--- src/logic/rob_pkg.sv ---
package rob_pkg;

	localparam int xlen = 32;

	typedef logic [4:0] areg_t;
	typedef logic [31:0] pc_t;

	typedef enum logic [1:0] {
		op_add = 2'd0,
		op_sub = 2'd1,
		op_xor = 2'd2,
		op_and = 2'd3
	} op_t;

	// extra cycles spent in the pool
	typedef logic [1:0] lat_t;

	function automatic logic [xlen-1:0] alu_result(
		input op_t op,
		input logic [xlen-1:0] a,
		input logic [xlen-1:0] b
	);
		logic [xlen-1:0] r;
		case (op)
			op_add: r = a + b;
			op_sub: r = a - b;
			op_xor: r = a ^ b;
			op_and: r = a & b;
			default: r = '0;
		endcase
		return r;
	endfunction

endpackage

--- src/logic/dispatch_stage.sv ---
module dispatch_stage
	import rob_pkg::*;
#(
	parameter int DEPTH = 8,
	localparam int TW = $clog2(DEPTH) + 1
) (
	input logic clk,
	input logic reset,
	input logic [1:0] in_valid,
	input pc_t in_pc [2],
	input areg_t in_dst [2],
	input op_t in_op [2],
	input logic [xlen-1:0] in_a [2],
	input logic [xlen-1:0] in_b [2],
	input lat_t in_lat [2],
	output logic in_ready,
	input logic [TW-1:0] alloc_tag [2],
	input logic rob_full,
	output logic [1:0] alloc_valid,
	output pc_t alloc_pc [2],
	output areg_t alloc_dst [2],
	output logic [1:0] issue_valid,
	output logic [TW-1:0] issue_tag [2],
	output op_t issue_op [2],
	output logic [xlen-1:0] issue_a [2],
	output logic [xlen-1:0] issue_b [2],
	output lat_t issue_lat [2]
);

	logic [1:0] disp_valid;
	pc_t disp_pc [2];
	areg_t disp_dst [2];
	op_t disp_op [2];
	logic [xlen-1:0] disp_a [2];
	logic [xlen-1:0] disp_b [2];
	lat_t disp_lat [2];

	// lane feeding slot 0, so a lone lane 1 moves down
	logic src0;

	// room for the group already held plus a full new one
	assign in_ready = !rob_full;
	assign src0 = !in_valid[0];

	always_ff @(posedge clk) begin
		if (reset) begin
			disp_valid <= 2'b00;
		end else if (in_ready) begin
			disp_valid <= {&in_valid, |in_valid};
		end else begin
			disp_valid <= 2'b00;
		end
	end

	always_ff @(posedge clk) begin
		disp_pc[0] <= in_pc[src0];
		disp_dst[0] <= in_dst[src0];
		disp_op[0] <= in_op[src0];
		disp_a[0] <= in_a[src0];
		disp_b[0] <= in_b[src0];
		disp_lat[0] <= in_lat[src0];
		disp_pc[1] <= in_pc[1];
		disp_dst[1] <= in_dst[1];
		disp_op[1] <= in_op[1];
		disp_a[1] <= in_a[1];
		disp_b[1] <= in_b[1];
		disp_lat[1] <= in_lat[1];
	end

	assign alloc_valid = disp_valid;
	assign alloc_pc = disp_pc;
	assign alloc_dst = disp_dst;

	// pool gets the same tags the buffer hands out
	assign issue_valid = disp_valid;
	assign issue_tag = alloc_tag;
	assign issue_op = disp_op;
	assign issue_a = disp_a;
	assign issue_b = disp_b;
	assign issue_lat = disp_lat;

endmodule

--- src/logic/reorder_buffer.sv ---
module reorder_buffer
	import rob_pkg::*;
#(
	parameter int DEPTH = 8,
	localparam int TW = $clog2(DEPTH) + 1
) (
	input logic clk,
	input logic reset,
	input logic [1:0] alloc_valid,
	input pc_t alloc_pc [2],
	input areg_t alloc_dst [2],
	output logic [TW-1:0] alloc_tag [2],
	output logic rob_full,
	input logic [1:0] done_valid,
	input logic [TW-1:0] done_tag [2],
	input logic [xlen-1:0] done_data [2],
	output logic [1:0] rel_valid,
	output pc_t rel_pc [2],
	output areg_t rel_dst [2],
	output logic [xlen-1:0] rel_data [2]
);

	typedef logic [TW-2:0] idx_t;

	pc_t pc_mem [DEPTH];
	areg_t dst_mem [DEPTH];
	logic [xlen-1:0] data_mem [DEPTH];
	logic [DEPTH-1:0] complete;

	// msb is the wrap bit
	logic [TW-1:0] head;
	logic [TW-1:0] tail;
	logic [TW-1:0] head_next;
	logic [TW-1:0] used;
	logic [TW:0] pending;
	logic [1:0] alloc_count;
	logic [1:0] rel_count;
	idx_t head_idx [2];
	idx_t alloc_idx [2];
	idx_t done_idx [2];
	logic [TW-1:0] done_age [2];

	assign alloc_tag[0] = tail;
	assign alloc_tag[1] = tail + 1'b1;
	assign head_next = head + 1'b1;

	assign used = tail - head;
	assign alloc_count = {1'b0, alloc_valid[0]} + {1'b0, alloc_valid[1]};
	assign rel_count = {1'b0, rel_valid[0]} + {1'b0, rel_valid[1]};

	// entries being written this cycle count as taken
	assign pending = {1'b0, used} + {{(TW - 1){1'b0}}, alloc_count};
	assign rob_full = pending > (TW + 1)'(DEPTH - 2);

	always_comb begin
		head_idx[0] = head[TW-2:0];
		head_idx[1] = head_next[TW-2:0];
		for (int i = 0; i < 2; i++) begin
			alloc_idx[i] = alloc_tag[i][TW-2:0];
			done_idx[i] = done_tag[i][TW-2:0];
			done_age[i] = done_tag[i] - head;
		end
	end

	// in-order release, at most two from the head
	assign rel_valid[0] = (head != tail) && complete[head_idx[0]];
	assign rel_valid[1] = rel_valid[0] && (head_next != tail) && complete[head_idx[1]];

	always_comb begin
		for (int i = 0; i < 2; i++) begin
			rel_pc[i] = pc_mem[head_idx[i]];
			rel_dst[i] = dst_mem[head_idx[i]];
			rel_data[i] = data_mem[head_idx[i]];
		end
	end

	always_ff @(posedge clk) begin
		if (reset) begin
			head <= '0;
			tail <= '0;
			complete <= '0;
		end else begin
			head <= head + {{(TW - 2){1'b0}}, rel_count};
			tail <= tail + {{(TW - 2){1'b0}}, alloc_count};
			for (int i = 0; i < 2; i++) begin
				if (rel_valid[i]) begin
					complete[head_idx[i]] <= 1'b0;
				end
			end
			for (int i = 0; i < 2; i++) begin
				if (alloc_valid[i]) begin
					complete[alloc_idx[i]] <= 1'b0;
				end
			end
			for (int i = 0; i < 2; i++) begin
				if (done_valid[i]) begin
					complete[done_idx[i]] <= 1'b1;
				end
			end
		end
	end

	always_ff @(posedge clk) begin
		for (int i = 0; i < 2; i++) begin
			if (alloc_valid[i]) begin
				pc_mem[alloc_idx[i]] <= alloc_pc[i];
				dst_mem[alloc_idx[i]] <= alloc_dst[i];
			end
		end
		for (int i = 0; i < 2; i++) begin
			if (done_valid[i]) begin
				data_mem[done_idx[i]] <= done_data[i];
			end
		end
	end

	for (genvar i = 0; i < 2; i++) begin : g_done_chk
		// the pool only finishes work the buffer still holds
		a_done_in_flight: assert property (@(posedge clk) disable iff (reset)
			done_valid[i] |-> done_age[i] < used);
		a_done_once: assert property (@(posedge clk) disable iff (reset)
			done_valid[i] |-> !complete[done_idx[i]]);
	end

endmodule

--- src/logic/exec_pool.sv ---
module exec_pool
	import rob_pkg::*;
#(
	parameter int DEPTH = 8,
	localparam int TW = $clog2(DEPTH) + 1
) (
	input logic clk,
	input logic reset,
	input logic [1:0] issue_valid,
	input logic [TW-1:0] issue_tag [2],
	input op_t issue_op [2],
	input logic [xlen-1:0] issue_a [2],
	input logic [xlen-1:0] issue_b [2],
	input lat_t issue_lat [2],
	output logic [1:0] done_valid,
	output logic [TW-1:0] done_tag [2],
	output logic [xlen-1:0] done_data [2]
);

	typedef logic [TW-2:0] idx_t;

	logic [DEPTH-1:0] busy;
	logic [DEPTH-1:0] wrap;
	lat_t cnt [DEPTH];
	logic [xlen-1:0] res [DEPTH];
	logic [DEPTH-1:0] expired;
	idx_t sel [2];

	always_comb begin
		for (int s = 0; s < DEPTH; s++) begin
			expired[s] = busy[s] && (cnt[s] == '0);
		end
	end

	// two lowest expired slots win, the rest hold at zero
	always_comb begin
		done_valid = 2'b00;
		sel[0] = '0;
		sel[1] = '0;
		for (int s = 0; s < DEPTH; s++) begin
			if (expired[s]) begin
				if (!done_valid[0]) begin
					done_valid[0] = 1'b1;
					sel[0] = idx_t'(s);
				end else if (!done_valid[1]) begin
					done_valid[1] = 1'b1;
					sel[1] = idx_t'(s);
				end
			end
		end
		for (int i = 0; i < 2; i++) begin
			done_tag[i] = {wrap[sel[i]], sel[i]};
			done_data[i] = res[sel[i]];
		end
	end

	always_ff @(posedge clk) begin
		if (reset) begin
			busy <= '0;
		end else begin
			for (int s = 0; s < DEPTH; s++) begin
				if (busy[s] && cnt[s] != '0) begin
					cnt[s] <= cnt[s] - 1'b1;
				end
			end
			for (int i = 0; i < 2; i++) begin
				if (done_valid[i]) begin
					busy[sel[i]] <= 1'b0;
				end
			end
			for (int i = 0; i < 2; i++) begin
				if (issue_valid[i]) begin
					busy[issue_tag[i][TW-2:0]] <= 1'b1;
					wrap[issue_tag[i][TW-2:0]] <= issue_tag[i][TW-1];
					cnt[issue_tag[i][TW-2:0]] <= issue_lat[i];
					res[issue_tag[i][TW-2:0]] <= alu_result(issue_op[i], issue_a[i], issue_b[i]);
				end
			end
		end
	end

	for (genvar i = 0; i < 2; i++) begin : g_issue_chk
		// a tag comes back only after the buffer released it
		a_issue_free_slot: assert property (@(posedge clk) disable iff (reset)
			issue_valid[i] |-> !busy[issue_tag[i][TW-2:0]]);
	end

endmodule

--- src/logic/retire_stage.sv ---
module retire_stage
	import rob_pkg::*;
(
	input logic clk,
	input logic reset,
	input logic [1:0] rel_valid,
	input pc_t rel_pc [2],
	input areg_t rel_dst [2],
	input logic [xlen-1:0] rel_data [2],
	output logic [1:0] retire_valid,
	output pc_t retire_pc [2],
	output areg_t retire_dst [2],
	output logic [xlen-1:0] retire_data [2],
	output logic [31:0] retired_count
);

	logic [1:0] rel_count;

	assign rel_count = {1'b0, rel_valid[0]} + {1'b0, rel_valid[1]};

	always_ff @(posedge clk) begin
		if (reset) begin
			retire_valid <= 2'b00;
			retired_count <= '0;
		end else begin
			retire_valid <= rel_valid;
			retired_count <= retired_count + {30'd0, rel_count};
		end
	end

	always_ff @(posedge clk) begin
		retire_pc <= rel_pc;
		retire_dst <= rel_dst;
		retire_data <= rel_data;
	end

endmodule

--- src/logic/ooo_core.sv ---
module ooo_core
	import rob_pkg::*;
#(
	parameter int DEPTH = 8
) (
	input logic clk,
	input logic reset,
	input logic [1:0] in_valid,
	input pc_t in_pc [2],
	input areg_t in_dst [2],
	input op_t in_op [2],
	input logic [xlen-1:0] in_a [2],
	input logic [xlen-1:0] in_b [2],
	input lat_t in_lat [2],
	output logic in_ready,
	output logic [1:0] retire_valid,
	output pc_t retire_pc [2],
	output areg_t retire_dst [2],
	output logic [xlen-1:0] retire_data [2],
	output logic [31:0] retired_count
);

	localparam int TW = $clog2(DEPTH) + 1;

	logic [TW-1:0] alloc_tag [2];
	logic rob_full;
	logic [1:0] alloc_valid;
	pc_t alloc_pc [2];
	areg_t alloc_dst [2];
	logic [1:0] issue_valid;
	logic [TW-1:0] issue_tag [2];
	op_t issue_op [2];
	logic [xlen-1:0] issue_a [2];
	logic [xlen-1:0] issue_b [2];
	lat_t issue_lat [2];
	logic [1:0] done_valid;
	logic [TW-1:0] done_tag [2];
	logic [xlen-1:0] done_data [2];
	logic [1:0] rel_valid;
	pc_t rel_pc [2];
	areg_t rel_dst [2];
	logic [xlen-1:0] rel_data [2];

	dispatch_stage #(.DEPTH(DEPTH)) i_dispatch (.*);

	reorder_buffer #(.DEPTH(DEPTH)) i_rob (.*);

	exec_pool #(.DEPTH(DEPTH)) i_pool (.*);

	retire_stage i_retire (.*);

endmodule

--- config.mk ---
export PLATFORM = sky130hd
export DESIGN_NAME = ooo_core
export DESIGN_NICKNAME = d
export VERILOG_FILES = /design/src/logic/rob_pkg.sv /design/src/logic/dispatch_stage.sv /design/src/logic/reorder_buffer.sv /design/src/logic/exec_pool.sv /design/src/logic/retire_stage.sv /design/src/logic/ooo_core.sv
export SDC_FILE = /design/constraint.sdc
export NUM_CORES = 2
export LEC_CHECK = 0
export BUFFER_PORTS_ARGS = -buffer_cell sky130_fd_sc_hd__buf_4
export CORE_ASPECT_RATIO = 0.7
export CORE_MARGIN = 2
export CORE_UTILIZATION = 64
export CTS_BUF_LIST = sky130_fd_sc_hd__clkbuf_4
export DETAILED_ROUTE_END_ITERATION = 6
export HOLD_SLACK_MARGIN = 0.12
export PLACE_DENSITY_LB_ADDON = 0.15
export SLEW_MARGIN = 20
export SYNTH_ARGS = -nofsm -noshare
export SYNTH_HDL_FRONTEND = slang
export SYNTH_SLANG_ARGS = --single-unit
--- constraint.sdc ---
create_clock -name clk -period 5.4 [get_ports clk]
set_input_delay 0.81 -clock clk [delete_from_list [all_inputs] [get_ports clk]]
set_output_delay 0.81 -clock clk [all_outputs]
set_load 0.005 [all_outputs]
==> results.md <==
- Core Area: approximately 0.10 mm²
- Die Span X: between 300 and 400 µm
- FF+latch count, synth: 1,232
- Final worst setup slack: between 0.3 and 0.4 ns
- Clock sink count: roughly 1.2k
- Commonest cells post-synth: edfxtp_1, mux2_2, dfxtp_1
- # rows: 97
- Routing usage on met3: roughly an eighth
- Layout cells sized above 1: between 20 and 30%
- 1st-iter DRT viols: roughly 9.2k
- Power per standard cell area: ~330 mW/mm²
- Rel. slew slack: around a fifth
- Leak: about 29 nW
- GPL Wtd Cong: between 0.9 and 1
- Chip height: ~270 µm
- Routed Wire Length: about 220 mm
- Worst-skew pair later-pin latency: roughly 1.3 ns
- Startpoint Class: register
- Busiest grt layer: met2
- Register area: about 0.033 mm²
- Syn_area_per_cell: roughly 12 µm²
- # DRC: 25
- Flop-to-flop setup slack: 0.36 ns
- Worst-Margin Slew: 1.21 ns
- Initial antenna violation count: 4
- Final critical-path share of the clock period: 93.4%
- DP Wirelength: 137 mm
- DP Worst Slack: about 0.32 ns
- Drt pass-1 iters: 7
- Multi-input logic area: 0.0298 mm²
- Clk root buf: clkbuf_4
- CP Cell Sequence: or3_1, nor3_1, buf_4, nand3b_1, or2_2, or3_1, nand2_1, xor2_1, ha_1, a21oi_1, o21ai_0, a211oi_1, nor3_1, a2111oi_2, buf_4, nor4_1, nor3_1, buf_4, mux2i_1
- Max-cap violations: 0
- FILL cells: between 6k and 7k
- Yosys warns: 0
- Fin Clk Skew: ~0.080 ns
- Worst-path fanout max: 8
- Met2 usage: between 60% and 70%
- Sequential share of the synthesized area: between 50% and 60%
- First-pass GRT wire length: roughly 330 mm
- Final min period: about 5 ns
- Max Root-Sink Buffers: 4
- Synth cell types: 94
- EDFF count, synth: 824
- Top cell type's share of synthesized area: between 30% and 40%
- Starting density of the core: about 64%
- Hold Path Class: input port to register
- Final Max Tran Viols: 0
- Outcome: finished with violations
- CP bufs+invs: 3
- Postcts setup bufs: 0
- Routed WL per cell: roughly 29 µm
- Nets: 6,599
- Cells after synthesis: about 5.5k
- CTS Buf Count: about 310
- Post-Syn Nets: 5,893
- Port buffer count: 386
- Most numerous cell in the Yosys netlist: edfxtp_1
- Area grow syn2layout: 17.3%
- Htree depth: 5
- CP Class: register to register
- Grt met1 use: roughly 60%
- Synth area leaders: edfxtp_1, dfxtp_1, mux2_2
- Post-DRT Antenna Nets: 0
- Critical Path AT: around 6 ns
- Crit path capture type: register
- Max stage delay on crit path: about 0.48 ns
- CTS tree: built
- IR drop worst, VDD: 0.254 mV
- Max Clock Freq: between 150 and 200 MHz
- Final hold viol count: 0
- Hold_ws: approximately 0.22 ns
- Final setup TNS: 0 ns
- # setup viols final: 0
- Top delay family on crit path: simple AND/OR/NAND/NOR gates
- I/O Pins: between 300 and 400
- Via density per instance: 7.02
- Ys flop type: edfxtp_1
- Via Count: approximately 55k
- Critical Path RT: between 6 and 7 ns
- Reg clk slew, reported paths: 0.08 ns
- Vias in the first global route: ~54k
- Failing checks: DRC
- Grt total ovfl: 0
- GRT Util Overall: 42.5%
- Die area: between 0.1 and 0.15 mm²
- Slowest cell on crit path: or3_1
- Unrepaired setup endpoints after global routing: yes
- Cell taking the most area after synthesis: edfxtp_1
- Synth Cell Area: about 0.064 mm²
- Ys async rst share: 0%
- Largest net degree at the start of global routing: 68
## per-stage QoR
stage / instance area (µm²) / power, mW / instances / util (%)
2_1_floorplan: 64300 / 14.7 / 5518 / -
3_3_place_gp: 69300 / 16.6 / 7025 / 69.5
3_5_place_dp: 69300 / 16.8 / 7025 / 69.5
4_1_cts: 75400 / 24.7 / 7786 / 75.6
5_1_grt: 75400 / 25.8 / 7793 / 75.6
6_report: 75400 / 24.9 / 7794 / 75.6
## power by group
part	switching, mW	total [mW]	internal [mW]	leakage [nW]
Clock	3.94	7.99	4.05	2.32
Sequential	0.463	11.6	11.1	10.9
Combinational	3.08	5.37	2.29	15.9
## flip-flops by register name, summed over array words and instances (netlist names), 16 cells and up
register                count
i_rob.data_mem            256
i_pool.cnt                 16
i_dispatch.issue_b         64
i_pool.res                256
i_retire.retired_count     32
i_rob.dst_mem              40
i_rob.pc_mem              256
i_retire.retire_pc         64
i_retire.retire_data       64
i_dispatch.alloc_pc        64
i_dispatch.issue_a         64
## per-layer routing
layer | share of wire, % | vias up
met5 | 0.0058 | -
met4 | 4.9 | 2
met3 | 16 | 882
met2 | 42 | 4746
met1 | 37 | 25900
li1 | - | 23100
## cells in the final DEF, fill, tap and decap left out, types with 34 or more instances in the layout
| cell | Yosys | final |
|---|---|---|
| nand2b_1 | 36 | 34 |
| dfxtp_1 | 408 | 403 |
| a31oi_1 | 96 | 96 |
| mux2_2 | 594 | 594 |
| nor2_1 | 347 | 322 |
| nand3_1 | 94 | 93 |
| xor2_1 | 72 | 71 |
| inv_1 | 80 | 71 |
| a22oi_1 | 393 | 393 |
| nand2_1 | 284 | 282 |
| and3_1 | 56 | 52 |
| ha_1 | 154 | 154 |
| a22o_1 | 65 | 65 |
| edfxtp_1 | 824 | 824 |
| mux2i_1 | 303 | 303 |
| xnor2_1 | 57 | 56 |
| a222oi_1 | 36 | 36 |
| a221oi_1 | 71 | 70 |
| clkbuf_4 | 0 | 461 |
| nand4_1 | 97 | 97 |
| o21ai_0 | 178 | 177 |
| a21oi_1 | 282 | 281 |
| buf_4 | 8 | 549 |
| a221o_1 | 34 | 34 |
| dlygate4sd3_1 | 0 | 219 |
| clkinv_1 | 0 | 63 |
## path summary, 6_finish.rpt
check | to | startpoint | cells after the start
worst max register to register | i_pool.res[6][29] | i_dispatch.issue_b[4] | 19
worst max-delay path | i_pool.res[6][29] | i_dispatch.issue_b[4] | 19
worst min-delay path | i_dispatch.issue_b[22] | in_b[22] | 2
worst min register to register | i_retire.retire_pc[20] | i_rob.pc_mem[1][20] | 2
## cells by family (layout without fill, tap and decap cells)
| group | after synthesis | after routing | share of synthesized area [%] |
|---|---|---|---|
| flops | 1232 | 1232 | 51.2 |
| mux | 926 | 926 | 15.9 |
| compound gates | 1500 | 1500 | 17.0 |
| xor+xnor | 130 | 130 | 1.78 |
| other cells | 0 | 7 | 0 |
| simple gates | 1084 | 1084 | 7.94 |
| buf+inv | 485 | 1418 | 3.01 |
| fa+ha+maj | 161 | 161 | 3.22 |
## cell type report
class | count | area share, %
tap | 1336 | 2.22
clock inverter | 81 | 0.526
inverter | 82 | 0.408
antenna | 7 | 0.0232
sequential | 1232 | 43.6
clock buffer | 461 | 4.59
multi-input combinational | 3801 | 39.6
timing repair buffer | 794 | 9.04
## worst register-to-register path, cell delays in order, from the launching register on
cell	delay, ns
dfxtp_1	0.37
or3_1	0.41
nor3_1	0.26
buf_4	0.20
nand3b_1	0.13
or2_2	0.35
or3_1	0.48
nand2_1	0.14
xor2_1	0.16
ha_1	0.30
a21oi_1	0.22
o21ai_0	0.17
a211oi_1	0.26
nor3_1	0.11
a2111oi_2	0.41
buf_4	0.21
nor4_1	0.05
nor3_1	0.24
buf_4	0.20
mux2i_1	0.08
## timing repair
action                                  CTS  global route
resized for setup                         0             5
endpoints found under the setup margin    0            20
hold buffers                            219             0
hold endpoints to repair                228             0
Note: power is estimated with default switching activity, not from simulation.
